**src/fetch_bus_pkg.sv**
```systemverilog
// Fetch bus package with the address, data word and memory response types of the front end

package fetch_bus_pkg;

	// ------------------------------------------------------------
	// Bus widths

	// Byte address width of the instruction bus
	localparam int W_ADDR = 32;

	// A byte address on the instruction bus
	typedef logic [W_ADDR-1:0] addr_t;

	// One bus data word, always fetched whole and word aligned
	typedef logic [31:0] word_t;

	// ------------------------------------------------------------
	// Response channel

	// One returned bus beat
	// The channel has no back-pressure, so the beat is only a data word and its strobe
	typedef struct packed {
		word_t data;
		logic  vld;
	} mem_rsp_t;

	// ------------------------------------------------------------
	// Boot

	// First fetch address after reset
	localparam addr_t RESET_VECTOR = 32'h0000_0100;

endpackage

```
**src/instr_buf_pkg.sv**
```systemverilog
// Instruction buffer package with the halfword, halfword-validity and queue-entry types

package instr_buf_pkg;

	// ------------------------------------------------------------
	// Parcels

	// Width of one instruction parcel
	localparam int W_HALF = 16;

	// One 16-bit instruction parcel, a whole compressed instruction or half of a 32-bit one
	typedef logic [W_HALF-1:0] half_t;

	// Halfword validity of a fetched word
	// Bit 0 is the lower halfword and bit 1 the upper halfword
	typedef logic [1:0] hw_vld_t;

	// ------------------------------------------------------------
	// Queue

	// A fetched word together with the halfwords of it that are worth decoding
	typedef struct packed {
		fetch_bus_pkg::word_t data;
		hw_vld_t              hw_vld;
	} fetch_entry_t;

	// Two entries are enough to keep fetching at full rate while decode stalls
	localparam int QUEUE_DEPTH = 2;

endpackage

```
**src/fetch_addr_gen.sv**
```systemverilog
// Fetch address generator that issues word fetches, takes jumps and discards stale beats
`timescale 1ns/100ps

module fetch_addr_gen import fetch_bus_pkg::*, instr_buf_pkg::*; (
	input  logic         clk,
	input  logic         rst_n,
	output addr_t        mem_addr,
	output logic         mem_addr_vld,
	input  logic         mem_addr_rdy,
	input  mem_rsp_t     mem_rsp,
	input  addr_t        jump_target,
	input  logic         jump_vld,
	output logic         jump_rdy,
	input  logic         q_full,
	input  logic         q_almost_full,
	output logic         flush,
	output fetch_entry_t fetch_in,
	output logic         fetch_in_vld
);

	// Fetch address runs ahead of decode in whole words
	addr_t      fetch_addr;
	logic       reset_holdoff;
	logic       addr_hold;
	logic [1:0] pending;
	logic [1:0] flush_pending;
	// Set by a jump to an odd halfword until its first beat arrives
	logic       upper_only;

	logic       req_vld;
	logic       accepted;
	logic       jump_now;
	logic       fetch_stall;

	// ------------------------------------------------------------
	// Request generation

	// A held address must not move, so a jump waits until the bus takes it
	assign jump_rdy = !addr_hold && !reset_holdoff;
	assign jump_now = jump_vld && jump_rdy;

	// Pending counts are registered so that ready never reaches the request combinationally
	assign fetch_stall = q_full || (q_almost_full && |pending) || pending > 2'd1;

	always_comb begin
		mem_addr = fetch_addr;
		req_vld  = 1'b0;
		if (addr_hold) begin
			req_vld = 1'b1;
		end else if (jump_vld) begin
			mem_addr = {jump_target[W_ADDR-1:2], 2'b00};
			// With two beats in flight the target is parked in fetch_addr instead
			req_vld  = !pending[1];
		end else if (!fetch_stall) begin
			req_vld = 1'b1;
		end
	end

	assign mem_addr_vld = req_vld && !reset_holdoff;
	assign accepted     = mem_addr_vld && mem_addr_rdy;

	always_ff @(posedge clk or negedge rst_n) begin
		if (!rst_n) begin
			fetch_addr    <= RESET_VECTOR;
			reset_holdoff <= 1'b1;
			addr_hold     <= 1'b0;
		end else begin
			reset_holdoff <= 1'b0;
			addr_hold     <= mem_addr_vld && !mem_addr_rdy;
			if (jump_now) begin
				// Skip past the target word when it went out on the bus this cycle
				fetch_addr <= {jump_target[W_ADDR-1:2] + (W_ADDR-2)'(accepted), 2'b00};
			end else if (accepted) begin
				fetch_addr <= fetch_addr + 32'd4;
			end
		end
	end

	// ------------------------------------------------------------
	// Outstanding beat tracking

	always_ff @(posedge clk or negedge rst_n) begin
		if (!rst_n) begin
			pending       <= 2'd0;
			flush_pending <= 2'd0;
			upper_only    <= 1'b0;
		end else begin
			pending <= pending + {1'b0, accepted} - {1'b0, mem_rsp.vld};
			// Every beat already on its way belongs to the old stream
			if (jump_now) begin
				flush_pending <= pending - {1'b0, mem_rsp.vld};
			end else if (|flush_pending && mem_rsp.vld) begin
				flush_pending <= flush_pending - 2'd1;
			end
			if (jump_now) begin
				upper_only <= jump_target[1];
			end else if (fetch_in_vld) begin
				upper_only <= 1'b0;
			end
		end
	end

	assign flush        = jump_now;
	assign fetch_in_vld = mem_rsp.vld && flush_pending == 2'd0;
	// The lower halfword of an odd jump target lies before the target itself
	assign fetch_in     = '{data: mem_rsp.data, hw_vld: hw_vld_t'({1'b1, !upper_only})};

endmodule

```
**src/instr_assembler.sv**
```systemverilog
// Instruction assembler that realigns fetched halfwords into cir for decode
`timescale 1ns/100ps

module instr_assembler import fetch_bus_pkg::*, instr_buf_pkg::*; (
	input  logic         clk,
	input  logic         rst_n,
	input  logic         flush,
	input  fetch_entry_t head,
	input  logic         head_vld,
	output logic         take,
	output word_t        cir,
	output logic [1:0]   cir_vld,
	input  logic [1:0]   cir_use
);

	// Level counts valid halfwords in {spare, cir}, from 0 to 3
	logic [1:0]          level;
	half_t               spare;

	logic [2*W_HALF-1:0] fresh_aligned;
	logic [3*W_HALF-1:0] shifted;
	logic [3*W_HALF-1:0] merged;
	logic [1:0]          level_left;
	logic [1:0]          fill;
	logic [1:0]          level_next;

	// ------------------------------------------------------------
	// Realignment

	// An upper-half-only word has its valid parcel moved to the bottom
	assign fresh_aligned = {
		head.data[W_HALF +: W_HALF],
		head.hw_vld[0] ? head.data[0 +: W_HALF] : head.data[W_HALF +: W_HALF]
	};

	// Remaining halfwords slide down over what decode consumed
	// Slots above the new level hold don't-care values chosen to save muxes
	always_comb begin
		case (cir_use)
			2'd2:    shifted = {spare, cir[W_HALF +: W_HALF], spare};
			2'd1:    shifted = {spare, spare, cir[W_HALF +: W_HALF]};
			default: shifted = {spare, cir};
		endcase
	end

	assign level_left = level - cir_use;

	// A half word fits with two halfwords left, a full word needs one or less
	assign take = level_left <= (&head.hw_vld ? 2'd1 : 2'd2);

	// Fresh data lands just above what is left
	always_comb begin
		if (!take)
			merged = shifted;
		else if (level_left[1])
			merged = {fresh_aligned[0 +: W_HALF], shifted[0 +: 2*W_HALF]};
		else if (level_left[0])
			merged = {fresh_aligned, shifted[0 +: W_HALF]};
		else
			merged = {shifted[2*W_HALF +: W_HALF], fresh_aligned};
	end

	// ------------------------------------------------------------
	// Level tracking

	always_comb begin
		fill = 2'd0;
		if (take && head_vld)
			fill = &head.hw_vld ? 2'd2 : 2'd1;
		level_next = flush ? 2'd0 : level_left + fill;
	end

	always_ff @(posedge clk or negedge rst_n) begin
		if (!rst_n) begin
			level   <= 2'd0;
			cir_vld <= 2'd0;
		end else begin
			level   <= level_next;
			// Decode only sees cir, so the spare halfword does not count
			cir_vld <= level_next[1] ? 2'd2 : level_next;
		end
	end

	always_ff @(posedge clk) begin
		{spare, cir} <= merged;
	end

endmodule

```
**src/prefetch_queue.sv**
```systemverilog
// Prefetch queue holding fetched words with their halfword validity, bypassed when empty
`timescale 1ns/100ps

module prefetch_queue import fetch_bus_pkg::*, instr_buf_pkg::*; (
	input  logic         clk,
	input  logic         rst_n,
	input  logic         flush,
	input  fetch_entry_t fetch_in,
	input  logic         fetch_in_vld,
	input  logic         take,
	output fetch_entry_t head,
	output logic         head_vld,
	output logic         q_full,
	output logic         q_almost_full
);

	word_t   q_data [QUEUE_DEPTH];
	hw_vld_t q_hw   [QUEUE_DEPTH];
	logic    q_vld  [QUEUE_DEPTH];

	// Neighbours of each entry, the one above feeds it on a shift
	word_t   up_data [QUEUE_DEPTH];
	hw_vld_t up_hw   [QUEUE_DEPTH];
	logic    up_vld  [QUEUE_DEPTH];
	logic    dn_vld  [QUEUE_DEPTH];

	logic    q_empty;
	logic    push;
	logic    pop;

	always_comb begin
		for (int i = 0; i < QUEUE_DEPTH; i++) begin
			q_vld[i] = |q_hw[i];
		end
		// Above the top entry there is only the incoming word, never valid
		for (int i = 0; i < QUEUE_DEPTH - 1; i++) begin
			up_data[i] = q_data[i+1];
			up_hw[i]   = q_hw[i+1];
			up_vld[i]  = q_vld[i+1];
		end
		up_data[QUEUE_DEPTH-1] = fetch_in.data;
		up_hw[QUEUE_DEPTH-1]   = '0;
		up_vld[QUEUE_DEPTH-1]  = 1'b0;
		dn_vld[0] = 1'b1;
		for (int i = 1; i < QUEUE_DEPTH; i++) begin
			dn_vld[i] = q_vld[i-1];
		end
	end

	// Entries are compact toward entry 0, so only the last one shows fullness
	assign q_empty       = !q_vld[0];
	assign q_full        = q_vld[QUEUE_DEPTH-1];
	assign q_almost_full = q_vld[QUEUE_DEPTH-2];

	// When empty and the assembler has room, the word skips the queue
	assign push     = fetch_in_vld && !(take && q_empty);
	assign pop      = take && !q_empty;
	assign head     = q_empty ? fetch_in : '{data: q_data[0], hw_vld: q_hw[0]};
	assign head_vld = !q_empty || fetch_in_vld;

	always_ff @(posedge clk) begin
		for (int i = 0; i < QUEUE_DEPTH; i++) begin
			if (pop || (push && !q_vld[i])) begin
				q_data[i] <= up_vld[i] ? up_data[i] : fetch_in.data;
			end
		end
	end

	always_ff @(posedge clk or negedge rst_n) begin
		if (!rst_n) begin
			for (int i = 0; i < QUEUE_DEPTH; i++) begin
				q_hw[i] <= '0;
			end
		end else begin
			for (int i = 0; i < QUEUE_DEPTH; i++) begin
				if (flush)
					q_hw[i] <= '0;
				else if (up_vld[i] && pop)
					q_hw[i] <= up_hw[i];
				else if (q_vld[i] && pop)
					q_hw[i] <= push ? fetch_in.hw_vld : hw_vld_t'(2'b00);
				else if (q_vld[i])
					q_hw[i] <= q_hw[i];
				else if (push && !pop && dn_vld[i])
					q_hw[i] <= fetch_in.hw_vld;
				else
					q_hw[i] <= '0;
			end
		end
	end

endmodule

```
**src/rv_frontend.sv**
```systemverilog
// RISC-V fetch front end joining address generation, prefetch queue and instruction assembly
`timescale 1ns/100ps

module rv_frontend import fetch_bus_pkg::*, instr_buf_pkg::*; (
	input  logic       clk,
	input  logic       rst_n,
	// Memory address and response channels
	output addr_t      mem_addr,
	output logic       mem_addr_vld,
	input  logic       mem_addr_rdy,
	input  mem_rsp_t   mem_rsp,
	// Jump channel
	input  addr_t      jump_target,
	input  logic       jump_vld,
	output logic       jump_rdy,
	// Decode channel
	output word_t      cir,
	output logic [1:0] cir_vld,
	input  logic [1:0] cir_use
);

	fetch_entry_t fetch_in;
	logic         fetch_in_vld;
	logic         flush;
	fetch_entry_t head;
	logic         head_vld;
	logic         take;
	logic         q_full;
	logic         q_almost_full;

	// ------------------------------------------------------------
	// Fetch, queue, assemble

	fetch_addr_gen i_addr_gen (
		.clk, .rst_n, .mem_addr, .mem_addr_vld, .mem_addr_rdy, .mem_rsp,
		.jump_target, .jump_vld, .jump_rdy, .q_full, .q_almost_full,
		.flush, .fetch_in, .fetch_in_vld
	);

	prefetch_queue i_queue (
		.clk, .rst_n, .flush, .fetch_in, .fetch_in_vld, .take,
		.head, .head_vld, .q_full, .q_almost_full
	);

	instr_assembler i_asm (
		.clk, .rst_n, .flush, .head, .head_vld, .take, .cir, .cir_vld, .cir_use
	);

endmodule
```
**config.mk**
```make
export PLATFORM = sky130hd
export DESIGN_NAME = rv_frontend
export DESIGN_NICKNAME = d
export VERILOG_FILES = /design/src/fetch_bus_pkg.sv /design/src/instr_buf_pkg.sv /design/src/fetch_addr_gen.sv /design/src/instr_assembler.sv /design/src/prefetch_queue.sv /design/src/rv_frontend.sv
export SDC_FILE = /design/constraint.sdc
export NUM_CORES = 1
export LEC_CHECK = 0
export BUFFER_PORTS_ARGS = -buffer_cell sky130_fd_sc_hd__buf_2
export CELL_PAD_IN_SITES_DETAIL_PLACEMENT = 0
export CELL_PAD_IN_SITES_GLOBAL_PLACEMENT = 1
export CORE_UTILIZATION = 49
export DETAILED_ROUTE_END_ITERATION = 8
export HOLD_SLACK_MARGIN = 0.05
export PLACE_DENSITY_LB_ADDON = 0.1
export SLEW_MARGIN = 20
export SYNTH_ARGS = -nofsm -noshare
export SYNTH_HDL_FRONTEND = slang
export SYNTH_HIERARCHICAL = 1
export SYNTH_SLANG_ARGS = --single-unit
```
**constraint.sdc**
```tcl
create_clock -name clk -period 8.91 [get_ports clk]
set_input_delay 1.782 -clock clk [delete_from_list [all_inputs] [get_ports clk]]
set_output_delay 1.782 -clock clk [all_outputs]
set_load 0.03 [all_outputs]
```
==> metrics.md, run 1 <==
| Metric | Value |
|---|---|
| GRT Total Usage | `0.2466` |
| Gr busiest metal | `met2` |
| Resized cells post-CTS | `0` |
| Initial standard-cell utilization of the core | `0.5063` |
| Area growth from synthesis to layout | `12.06%` |
| Total I/O pin count | `139` |
| Worst hold-check path type | `reg2reg` |
| Post-synth top area cell | `edfxtp_1` |
| Met1 Use GR | `0.3078` |
| Post-CTS repair timing setup buffer count | `0` |
| Share of layout cells above drive strength 1 | `0.2868` |
| Number of library cell types mapped by synthesis | `77` |
| Max Cap Viol | `0` |
| Max rail drop VDD | `0.1931 mV` |
| Required time at the worst-slack endpoint | `7130 ps` |
| Cell area after technology mapping | `9189 sq um` |
| Largest net degree at the start of global routing | `45` |
| Average instance area after synthesis | `10.56 sq um` |
| Worst max-slew margin expressed relative to the limit | `0.3644` |
| Arrival time at the worst endpoint | `3070 ps` |
| Sequential area share after synthesis | `0.4513` |
| Std cell rows | `49` |
| Sink count of the clock tree | `156` |
| Setup-failing EPs final | `0` |
| Result of the run | `finished clean` |
| CP Launch Type | `primary input` |
| Fraction of met3 tracks used by global routing | `0.03729` |
| Largest fanout of any net on the critical path | `20` |
| Final total negative setup slack | `0 ps` |
| Leakage power of the design | `4.295 nW` |
| Core Area | `18150 sq um` |
| Detailed placer's ending HPWL | `15840 microns` |
| Total of fill cells in the finished design | `1567` |
| Hold path endpoint | `i_queue/q_data[0][21]` |
| R2r setup slk | `4980 ps` |
| Antenna-violating nets left | `0` |
| Top cells by area in the synthesized netlist | `edfxtp_1, dfrtp_1, dfxtp_1` |
| Drt via density | `6.005` |
| Fin util | `0.5674` |
| Tightest Pin Transition | `944.8 ps` |
| Clock input transition at the sequential cells of the worst setup and hold paths | `60 ps` |
| Wire length of the first global-routing pass | `37480 microns` |
| Clock insertion delay at the later pin of the skew report | `430 ps` |
| Portion of synthesized cell area occupied by the leading cell type | `0.2614` |
| Antenna violations before repair | `0` |
| Share of the clock period used by the worst path after layout | `0.5450` |
| Post-synthesis sequential element count | `156` |
| Detailed Route WL | `23650 microns` |
| Number of standard cells after synthesis | `870` |
| Die span in x | `138.9 microns` |
| Total vias in the final route | `7134` |
| Critical path endpoint category | `primary output` |
| Non-filler cells in the finished layout | `1188` |
| Asr flop ratio synth | `0.2821` |
| Unrepaired setup endpoints after global routing | `false` |
| Worst Min Path Start | `i_queue/q_data[0][53]` |
| Total Nets Final | `1028` |
| CTS tree | `done` |
| Placed instance count | `1156` |
| Final weighted congestion in routability-driven placement | `0.8400` |
| Peak Freq | `205.9 MHz` |
| Ant diodes | `0` |
| Total power per unit cell area | `373.7 nW/um^2` |
| Final global-route overflow total | `0` |
| Capture point of the worst reg-to-reg path | `i_addr_gen/fetch_addr[31]` |
| EDFF count, synth | `80` |
| Count of TritonRoute iterations in the first routing pass | `9` |
| Max Slew Vio Count | `0` |
| Worst-case clock skew | `10.22 ps` |
| Worst R2R Start | `i_queue/q_hw[3]` |
| TritonCTS buffer count | `17` |
| Synth warnings | `6` |
| Vias in the first global route | `7095` |
| Clk buf depth | `2` |
| Total die area | `19300 sq um` |
| Post-layout minimum cycle time | `4856 ps` |
| H-tree levels | `4` |
| Worst-case reg-to-reg path depth | `11` |
| Die Y | `138.9 microns` |
| Worst setup path class | `in2out` |
| Met2 track demand over resource in global routing | `0.4394` |
| Count of cells along the worst hold path | `1` |
| Routed wire length per instance | `19.90 microns` |
| Buffers on Ports | `135` |
| Cell types with the highest counts after synthesis | `nand2_1, edfxtp_1, mux2i_1, mux2_2, dfrtp_1` |
| DRC violations left | `0` |
| Count leader, synth | `nand2_1` |
| Detailed router's first-iteration violation count | `547` |
| # hold bufs at CTS | `0` |
| Root buffer selected by CTS | `clkbuf_16` |
| Hold violation count in the final report | `0` |
| Main flop type after synthesis | `edfxtp_1` |
==> metrics by stage <==
stage          instance area (sq um)  setup WS, ps  hold slack (ps)  power (mW)
2_1_floorplan                   9196          3087            505.3       2.695
3_3_place_gp                    9687          3712            519.6       3.055
3_5_place_dp                    9714          3653            534.1       3.135
4_1_cts                        10290          3808            553.8       3.860
5_1_grt                        10300          3941            569.7       4.056
6_report                       10300          4054            548.2       3.848
==> registers in the layout (all words and copies together), names as in the netlist <==
signal / flops
i_queue/q_data: 64
i_asm/cir: 32
i_addr_gen/fetch_addr: 30
i_asm/spare: 16
i_queue/q_hw: 4
i_addr_gen/flush_pending: 2
i_addr_gen/pending: 2
i_asm/cir_vld: 2
i_addr_gen/addr_hold: 1
i_addr_gen/reset_holdoff: 1
i_addr_gen/upper_only: 1
i_asm/level: 1
==> placed cells by master, fill, tap and decap left out, types with 11 or more instances in the layout <==
cell type,instances
buf_2,134
nand2_1,115
edfxtp_1,80
mux2i_1,53
mux2_2,49
dfrtp_1,42
a21oi_1,40
o21ai_0,32
dfxtp_1,32
nor2_1,22
nand3_1,21
a221o_1,18
clkbuf_16,17
inv_1,17
xnor2_1,17
nor3_1,17
nand4_1,17
xor2_1,17
a22o_1,17
mux2_4,15
a221oi_1,14
nor4_1,11
ha_1,11
buf_4,11
==> layout make-up <==
| type | count | area [sq um] | area share |
|---|---|---|---|
| well taps | 229 | 286.5 | 0.02782 |
| multi-input cells | 606 | 4437 | 0.4309 |
| inverters | 19 | 71.32 | 0.006926 |
| clock inverters | 13 | 132.6 | 0.01288 |
| clock buffers | 19 | 442.9 | 0.04301 |
| flip-flops and latches | 156 | 4146 | 0.4027 |
| repair buffers | 146 | 780.7 | 0.07582 |
==> where the power goes <==
group | internal (mW) | switching, mW | total [mW] | leakage (nW)
Sequential | 1.16 | 0.200 | 1.36 | 1.53
Combinational | 0.655 | 1.12 | 1.77 | 2.49
Clock | 0.399 | 0.313 | 0.712 | 0.274
Total | 2.22 | 1.63 | 3.85 | 4.30
==> routing by layer <==
layer  part of all wire  wire, microns  up-vias
met4             0.0096            227        0
met1               0.43          10260     3515
met5                  0              0        -
met3              0.049           1149       21
li1                   -              -     3361
met2               0.51          12010      237
==> logic make-up after synthesis <==
family,Yosys count,synth area share
adder cells (fa/ha/maj),11,0.01498
buffers and inverters,110,0.07012
XOR/XNOR,35,0.03499
AND/OR/NAND/NOR,257,0.1401
AO/OA/AOI/OAI,181,0.1430
flip-flops,156,0.4513
multiplexers,118,0.1447
other,2,0.0008173
==> critical path, cell delays in order <==
cell and delay [ps]:
buf_2 120, nand2b_1 400, buf_4 360, nand2_1 130
nand2_1 80, buf_2 190
==> worst max-delay path by stage <==
stage / startpoint / to / slack (ps) / depth (start not counted)
final: jump_vld / mem_addr[18] / 4050 / 6
after global routing: jump_vld / mem_addr[13] / 3940 / 6
after CTS: jump_vld / mem_addr[30] / 3810 / 5
after detailed placement: jump_vld / i_addr_gen/fetch_addr[11] / 3650 / 7
after global placement: jump_vld / i_addr_gen/fetch_addr[11] / 3710 / 7
after floorplan: cir_use[0] / i_queue/q_data[0][0] / 3090 / 7
No activity file was read; power rests on OpenSTA's default activity.
==> inputs of run 2 (changes only) <==
--- a/config.mk
+++ b/config.mk
@@ -5,10 +5,11 @@
 export SDC_FILE = /design/constraint.sdc
 export NUM_CORES = 1
 export LEC_CHECK = 0
+export ABC_AREA = 1
 export BUFFER_PORTS_ARGS = -buffer_cell sky130_fd_sc_hd__buf_2
 export CELL_PAD_IN_SITES_DETAIL_PLACEMENT = 0
 export CELL_PAD_IN_SITES_GLOBAL_PLACEMENT = 1
-export CORE_UTILIZATION = 49
+export CORE_UTILIZATION = 38
 export DETAILED_ROUTE_END_ITERATION = 8
 export HOLD_SLACK_MARGIN = 0.05
 export PLACE_DENSITY_LB_ADDON = 0.1
==> constraint.sdc (replaced) <==
create_clock -name clk -period 4.2 [get_ports clk]
set_input_delay 0.84 -clock clk [delete_from_list [all_inputs] [get_ports clk]]
set_output_delay 0.84 -clock clk [all_outputs]
set_load 0.03 [all_outputs]
==> metrics.md, run 2 <==
| Metric | Value |
|---|---|
| Result of the run | `finished clean` |
| Count leader, synth | `nand2_1` |
| Wire length of the first global-routing pass | `47550 microns` |
| Portion of synthesized cell area occupied by the leading cell type | `0.2382` |
| EDFF count, synth | `80` |
| Largest net degree at the start of global routing | `60` |
| Max Slew Vio Count | `0` |
| Clock insertion delay at the later pin of the skew report | `440 ps` |
| Worst max-slew margin expressed relative to the limit | `0.3243` |
| Resized cells post-CTS | `0` |
| Final weighted congestion in routability-driven placement | `0.8522` |
| Worst-path cell with the longest stage delay | `o21ai_0` |
| Hold violation count in the final report | `0` |
| Cell area after technology mapping | `10080 sq um` |
| Main flop type after synthesis | `edfxtp_1` |
| DRC violations left | `0` |
| Vias in the first global route | `8387` |
| Worst setup path class | `in2out` |
| Number of flip-flops under the largest register name | `64` |
| Detailed Route WL | `30650 microns` |
| Most used cells in the layout excluding fill and tap cells | `nand2_1, inv_1, buf_2, nor2_1, o21ai_0` |
| Number of library cell types mapped by synthesis | `40` |
| Max Cap Viol | `0` |
| Initial standard-cell utilization of the core | `0.3869` |
| Final total negative setup slack | `0 ps` |
| Slowest cell delay on critical path | `560 ps` |
| Cell occurring most often along the worst timing path | `buf_2` |
| Count of TritonRoute iterations in the first routing pass | `5` |
| Total Nets Final | `1602` |
| Unrepaired setup endpoints after global routing | `false` |
| Setup-failing EPs final | `0` |
| Std cell rows | `59` |
| Drt via density | `4.949` |
| Antenna violations before repair | `0` |
| Average instance area after synthesis | `7.037 sq um` |
| Post-layout minimum cycle time | `3195 ps` |
| Leakage power of the design | `5.414 nW` |
| Required time at the worst-slack endpoint | `3360 ps` |
| Worst-case clock skew | `23.85 ps` |
| Worst hold slack after final layout | `511.8 ps` |
| Die span in x | `164.9 microns` |
| Leading cell type in the layout, fill and taps excluded | `nand2_1` |
| Tightest Pin Transition | `1013 ps` |
| Largest fanout of any net on the critical path | `59` |
| Detailed router's first-iteration violation count | `619` |
| Total I/O pin count | `139` |
| Critical path endpoint category | `primary output` |
| Detailed placer's ending HPWL | `22950 microns` |
| Share of the clock period used by the worst path after layout | `0.7606` |
| Clock input transition at the sequential cells of the worst setup and hold paths | `80 ps` |
| Number of standard cells after synthesis | `1433` |
| Area growth from synthesis to layout | `12.86%` |
| Total vias in the final route | `9250` |
| Post-synth top area cell | `edfxtp_1` |
| Post-layout total power | `8.371 mW` |
| Non-filler cells in the finished layout | `1869` |
| Final WS setup | `1005 ps` |
| GRT Total Usage | `0.2320` |
| Arrival time at the worst endpoint | `2350 ps` |
| Worst path cell trace | `buf_2, nand2_2, o21ai_0, buf_2` |
| H-tree levels | `4` |
| Root buffer selected by CTS | `clkbuf_16` |
| Post-synthesis sequential element count | `156` |
| Cell types with the highest counts after synthesis | `nand2_1, inv_1, nor2_1, o21ai_0, nand3_1` |
| Routed wire length per instance | `16.40 microns` |
| Total power per unit cell area | `735.6 nW/um^2` |
| Post-CTS repair timing setup buffer count | `0` |
| Max rail drop VDD | `0.3976 mV` |
| Share of layout cells above drive strength 1 | `0.1611` |
| Clk buf depth | `2` |
| Total die area | `27190 sq um` |
| TritonCTS buffer count | `17` |
| Antenna-violating nets left | `0` |
| # hold bufs at CTS | `0` |
| Die Y | `164.9 microns` |
| Sink count of the clock tree | `156` |
| Pre-CTS setup slack | `1001 ps` |
| Worst hold-check path type | `reg2reg` |
| Synth warnings | `6` |
| Biggest register | `i_queue/q_data` |
| CP Launch Type | `primary input` |
| CTS tree | `done` |
| Asr flop ratio synth | `0.2821` |
| Buffers on Ports | `135` |
| Core Area | `26060 sq um` |
| Final global-route overflow total | `0` |
| Top cells by area in the synthesized netlist | `edfxtp_1, nand2_1, dfrtp_1` |
| Peak Freq | `313.0 MHz` |
| Sequential area share after synthesis | `0.4112` |
| Placed instance count | `1836` |
[run 2: critical path: cells and delay by family]
family	cells	cell delay (ps)
simple gates	1	540
buf+inv	2	380
compound gates	1	560
[run 2: layout make-up]
type / count / area (sq um)
Fill cell: 2771 / 14680
Multi-Input combinational cell: 1038 / 4775
Sequential cell: 156 / 4146
Timing Repair Buffer: 156 / 833.3
Inverter: 151 / 566.8
Clock buffer: 17 / 425.4
Tap cell: 335 / 419.2
Clock inverter: 15 / 211.5
Antenna cell: 1 / 2.502
[run 2: power by group]
| part | internal (mW) | switching [mW] | total (mW) |
|---|---|---|---|
| combinational | 1.12 | 2.71 | 3.83 |
| clock | 0.825 | 0.803 | 1.63 |
| sequential | 2.44 | 0.465 | 2.91 |
[run 2: cells by family (layout without fill, tap and decap cells)]
kind of cell             Yosys count  in the layout  share of synthesized area
AND/OR/NAND/NOR                  823            823                     0.3384
adder cells (fa/ha/maj)           11             11                    0.01365
XOR/XNOR                          14             14                    0.01216
AO/OA/AOI/OAI                    185            185                     0.1060
multiplexers                       1              1                   0.001117
other                              2              5                  0.0007448
flip-flops                       156            156                     0.4112
buffers and inverters            241            339                     0.1168
[run 2: stage by stage]
stage	utilization	cell area (sq um)
3_3_place_gp	0.4122	10740
5_1_grt	0.4366	11380
2_1_floorplan	-	10090
6_report	0.4367	11380
4_1_cts	0.4366	11380
3_5_place_dp	0.4122	10740
[run 2: path summary, 6_finish.rpt]
kind	slack (ps)	depth (start not counted)	start	end
setup / recovery	1010	4	jump_vld	mem_addr[24]
hold / removal	510	2	i_queue/q_data[0][33]	i_queue/q_data[0][1]
setup reg to reg	1400	17	i_queue/q_hw[0]	i_addr_gen/fetch_addr[16]
hold reg to reg	510	2	i_queue/q_data[0][33]	i_queue/q_data[0][1]
max in group asynchronous	3240	2	rst_n	i_addr_gen/fetch_addr[24]
min in group asynchronous	520	2	rst_n	i_addr_gen/fetch_addr[19]
[run 2: per-layer routing]
metal	routed length, microns	GRT usage	vias to the layer above
met5	0	0	-
met1	16160	0.3723	4252
li1	-	-	4723
met2	12320	0.3191	266
met3	2020	0.03792	9
met4	149	0.04379	0
==> inputs of run 3 (changes only) <==
--- a/config.mk
+++ b/config.mk
@@ -5,11 +5,11 @@
 export SDC_FILE = /design/constraint.sdc
 export NUM_CORES = 1
 export LEC_CHECK = 0
-export ABC_AREA = 1
+export ABC_AREA = 0
 export BUFFER_PORTS_ARGS = -buffer_cell sky130_fd_sc_hd__buf_2
 export CELL_PAD_IN_SITES_DETAIL_PLACEMENT = 0
 export CELL_PAD_IN_SITES_GLOBAL_PLACEMENT = 1
-export CORE_UTILIZATION = 38
+export CORE_UTILIZATION = 41
 export DETAILED_ROUTE_END_ITERATION = 8
 export HOLD_SLACK_MARGIN = 0.05
 export PLACE_DENSITY_LB_ADDON = 0.1
==> constraint.sdc (replaced) <==
create_clock -name clk -period 2.8 [get_ports clk]
set_input_delay 0.56 -clock clk [delete_from_list [all_inputs] [get_ports clk]]
set_output_delay 0.56 -clock clk [all_outputs]
set_load 0.03 [all_outputs]
==> metrics.md, run 3 (synthesis results as in run 1) <==
| Metric | Value |
|---|---|
| Result of the run | `finished clean` |
| Switching power total | `5.046 mW` |
| Proportion of power drawn by flip-flops and latches | `0.348` |
| Clock insertion delay at the later pin of the skew report | `420 ps` |
| Final weighted congestion in routability-driven placement | `0.8597` |
| Arrival time at the worst endpoint | `2940 ps` |
| CTS tree | `done` |
| Antenna violations before repair | `0` |
| Detailed router's first-iteration violation count | `500` |
| Tightest Pin Transition | `1176 ps` |
| Count of TritonRoute iterations in the first routing pass | `5` |
| Max Slew Vio Count | `0` |
| H-tree levels | `4` |
| CP Launch Type | `register` |
| Initial standard-cell utilization of the core | `0.4198` |
| Root buffer selected by CTS | `clkbuf_16` |
| Combinational share of power | `0.464` |
| Final WS setup | `176.8 ps` |
| Total power per unit cell area | `1159 nW/um^2` |
| Total I/O pin count | `139` |
| Worst hold-check path type | `in2async` |
| Die Y | `151.7 microns` |
| Area growth from synthesis to layout | `15.31%` |
| Total die area | `23010 sq um` |
| Largest fanout of any net on the critical path | `5` |
| Clk buf depth | `2` |
| Setup-failing EPs final | `0` |
| Slowest cell delay on critical path | `370 ps` |
| Placed instance count | `1228` |
| Core Area | `21890 sq um` |
| Drt via density | `5.490` |
| Std cell rows | `54` |
| Critical path endpoint category | `register` |
| Buffers on Ports | `135` |
| Leading cell type in the layout, fill and taps excluded | `buf_2` |
| Origin of the worst setup path | `i_queue/q_hw[2]` |
| Post-layout total power | `12.28 mW` |
| Wire length of the first global-routing pass | `36280 microns` |
| Multi-input logic area | `4496 sq um` |
| Peak Freq | `381.2 MHz` |
| Final global-route overflow total | `0` |
| Sink count of the clock tree | `156` |
| Number of buffers and inverters on the critical path | `2` |
| Required time at the worst-slack endpoint | `3120 ps` |
| Clock power frac | `0.189` |
| # hold bufs at CTS | `0` |
| Total of fill cells in the finished design | `2065` |
| Max rail drop VDD | `0.5099 mV` |
| Worst R2R Start | `i_queue/q_hw[2]` |
| TritonCTS buffer count | `17` |
| Post-layout minimum cycle time | `2623 ps` |
| DRC violations left | `0` |
| Most used cells in the layout excluding fill and tap cells | `buf_2, nand2_1, edfxtp_1, mux2i_1, mux2_2` |
| Top cell family by delay on the critical path | `simple AND/OR/NAND/NOR gates` |
| Reg area | `4146 sq um` |
| GRT Total Usage | `0.2041` |
| Vias in the first global route | `6869` |
| Non-filler cells in the finished layout | `1260` |
| Share of layout cells above drive strength 1 | `0.3082` |
| Fraction of power spent switching nets | `0.4110` |
| Share of the clock period used by the worst path after layout | `0.9368` |
| Unrepaired setup endpoints after global routing | `false` |
| Die span in x | `151.7 microns` |
| Worst-path cell with the longest stage delay | `dfrtp_1` |
| Pre-CTS setup slack | `112.2 ps` |
| Biggest register | `i_queue/q_data` |
| Worst max-slew margin expressed relative to the limit | `0.2147` |
| Leakage power of the design | `4.424 nW` |
| Worst-case clock skew | `11.65 ps` |
| Clock input transition at the sequential cells of the worst setup and hold paths | `60 ps` |
| Detailed Route WL | `22430 microns` |
| Antenna-violating nets left | `0` |
| Ant diodes | `0` |
| Total Nets Final | `1049` |
| Cell internal power dissipation | `7.230 mW` |
| Total vias in the final route | `6917` |
| Worst path cell trace | `or2_2, a211oi_4, o31ai_4, inv_2, ha_4, nand4_4, buf_4, nor3_1, nand2_1, xor2_1, a211oi_1` |
| Max Cap Viol | `0` |
| Worst setup path class | `reg2reg` |
| Largest net degree at the start of global routing | `45` |
| Fin util | `0.4840` |
| Number of flip-flops under the largest register name | `64` |
| Routed wire length per instance | `17.80 microns` |
| Hold violation count in the final report | `0` |
| Detailed placer's ending HPWL | `16630 microns` |
[run 3: cell types whose count changed in the layout (fill, tap and decap cells not counted), sizes merged, moves of 54 or more]
| cell | previous run | this run |
|---|---|---|
| nand3 | 95 | 23 |
| o21ai | 117 | 38 |
| mux2i | 0 | 54 |
| inv | 156 | 30 |
| mux2 | 1 | 64 |
| nor2 | 131 | 23 |
| nand2 | 583 | 116 |
[run 3: path summary, 6_finish.rpt]
path	endpoint	slack [ps]	depth (start not counted)
max in group asynchronous	i_addr_gen/fetch_addr[18]	2120	2
setup / recovery	i_addr_gen/fetch_addr[18]	180	11
hold reg to reg	i_asm/cir[8]	550	2
setup reg to reg	i_addr_gen/fetch_addr[18]	180	11
min in group clk	i_addr_gen/addr_hold	330	2
hold / removal	i_addr_gen/fetch_addr[2]	240	2
[run 3: layout make-up]
cell class	count	share of cell area
clock buffers	18	0.04251
clock inverters	14	0.01323
inverters	19	0.006731
multi-input cells	606	0.4243
flip-flops and latches	156	0.3914
well taps	280	0.03307
repair buffers	167	0.08880
[run 3: layer usage]
layer,track usage,up-vias,wire [microns]
met1,0.2690,3288,10100
met5,0,-,0
li1,-,3395,-
met3,0.02934,34,957
met2,0.3384,200,10890
met4,0.07624,0,473
[run 3: power groups by stage]
stage                     Sequential, mW  Combinational, mW  Clock, mW
after floorplan                     4.65               3.98          0
after global placement              4.26               5.61          0
after detailed placement            4.31               5.72          0
after CTS                           4.26               5.74       2.36
after global routing                4.39               6.21       2.46
final                               4.27               5.69       2.31
[run 3: stage by stage]
step,TNS (ps),cell area [sq um],hold WS [ps]
finish,0,10600,242.6
global route,0,10600,280.3
CTS,0,10590,254.9
detailed placement,0,9996,533.2
global placement,0,9993,518.2
floorplan,-19.76,9268,264.4
[run 3: repair_timing]
action / CTS / global route
setup buffers: 0 / 0
endpoints found under the setup margin: 0 / 2
hold endpoints to repair: 0 / 0
gates resized for setup: 0 / 2
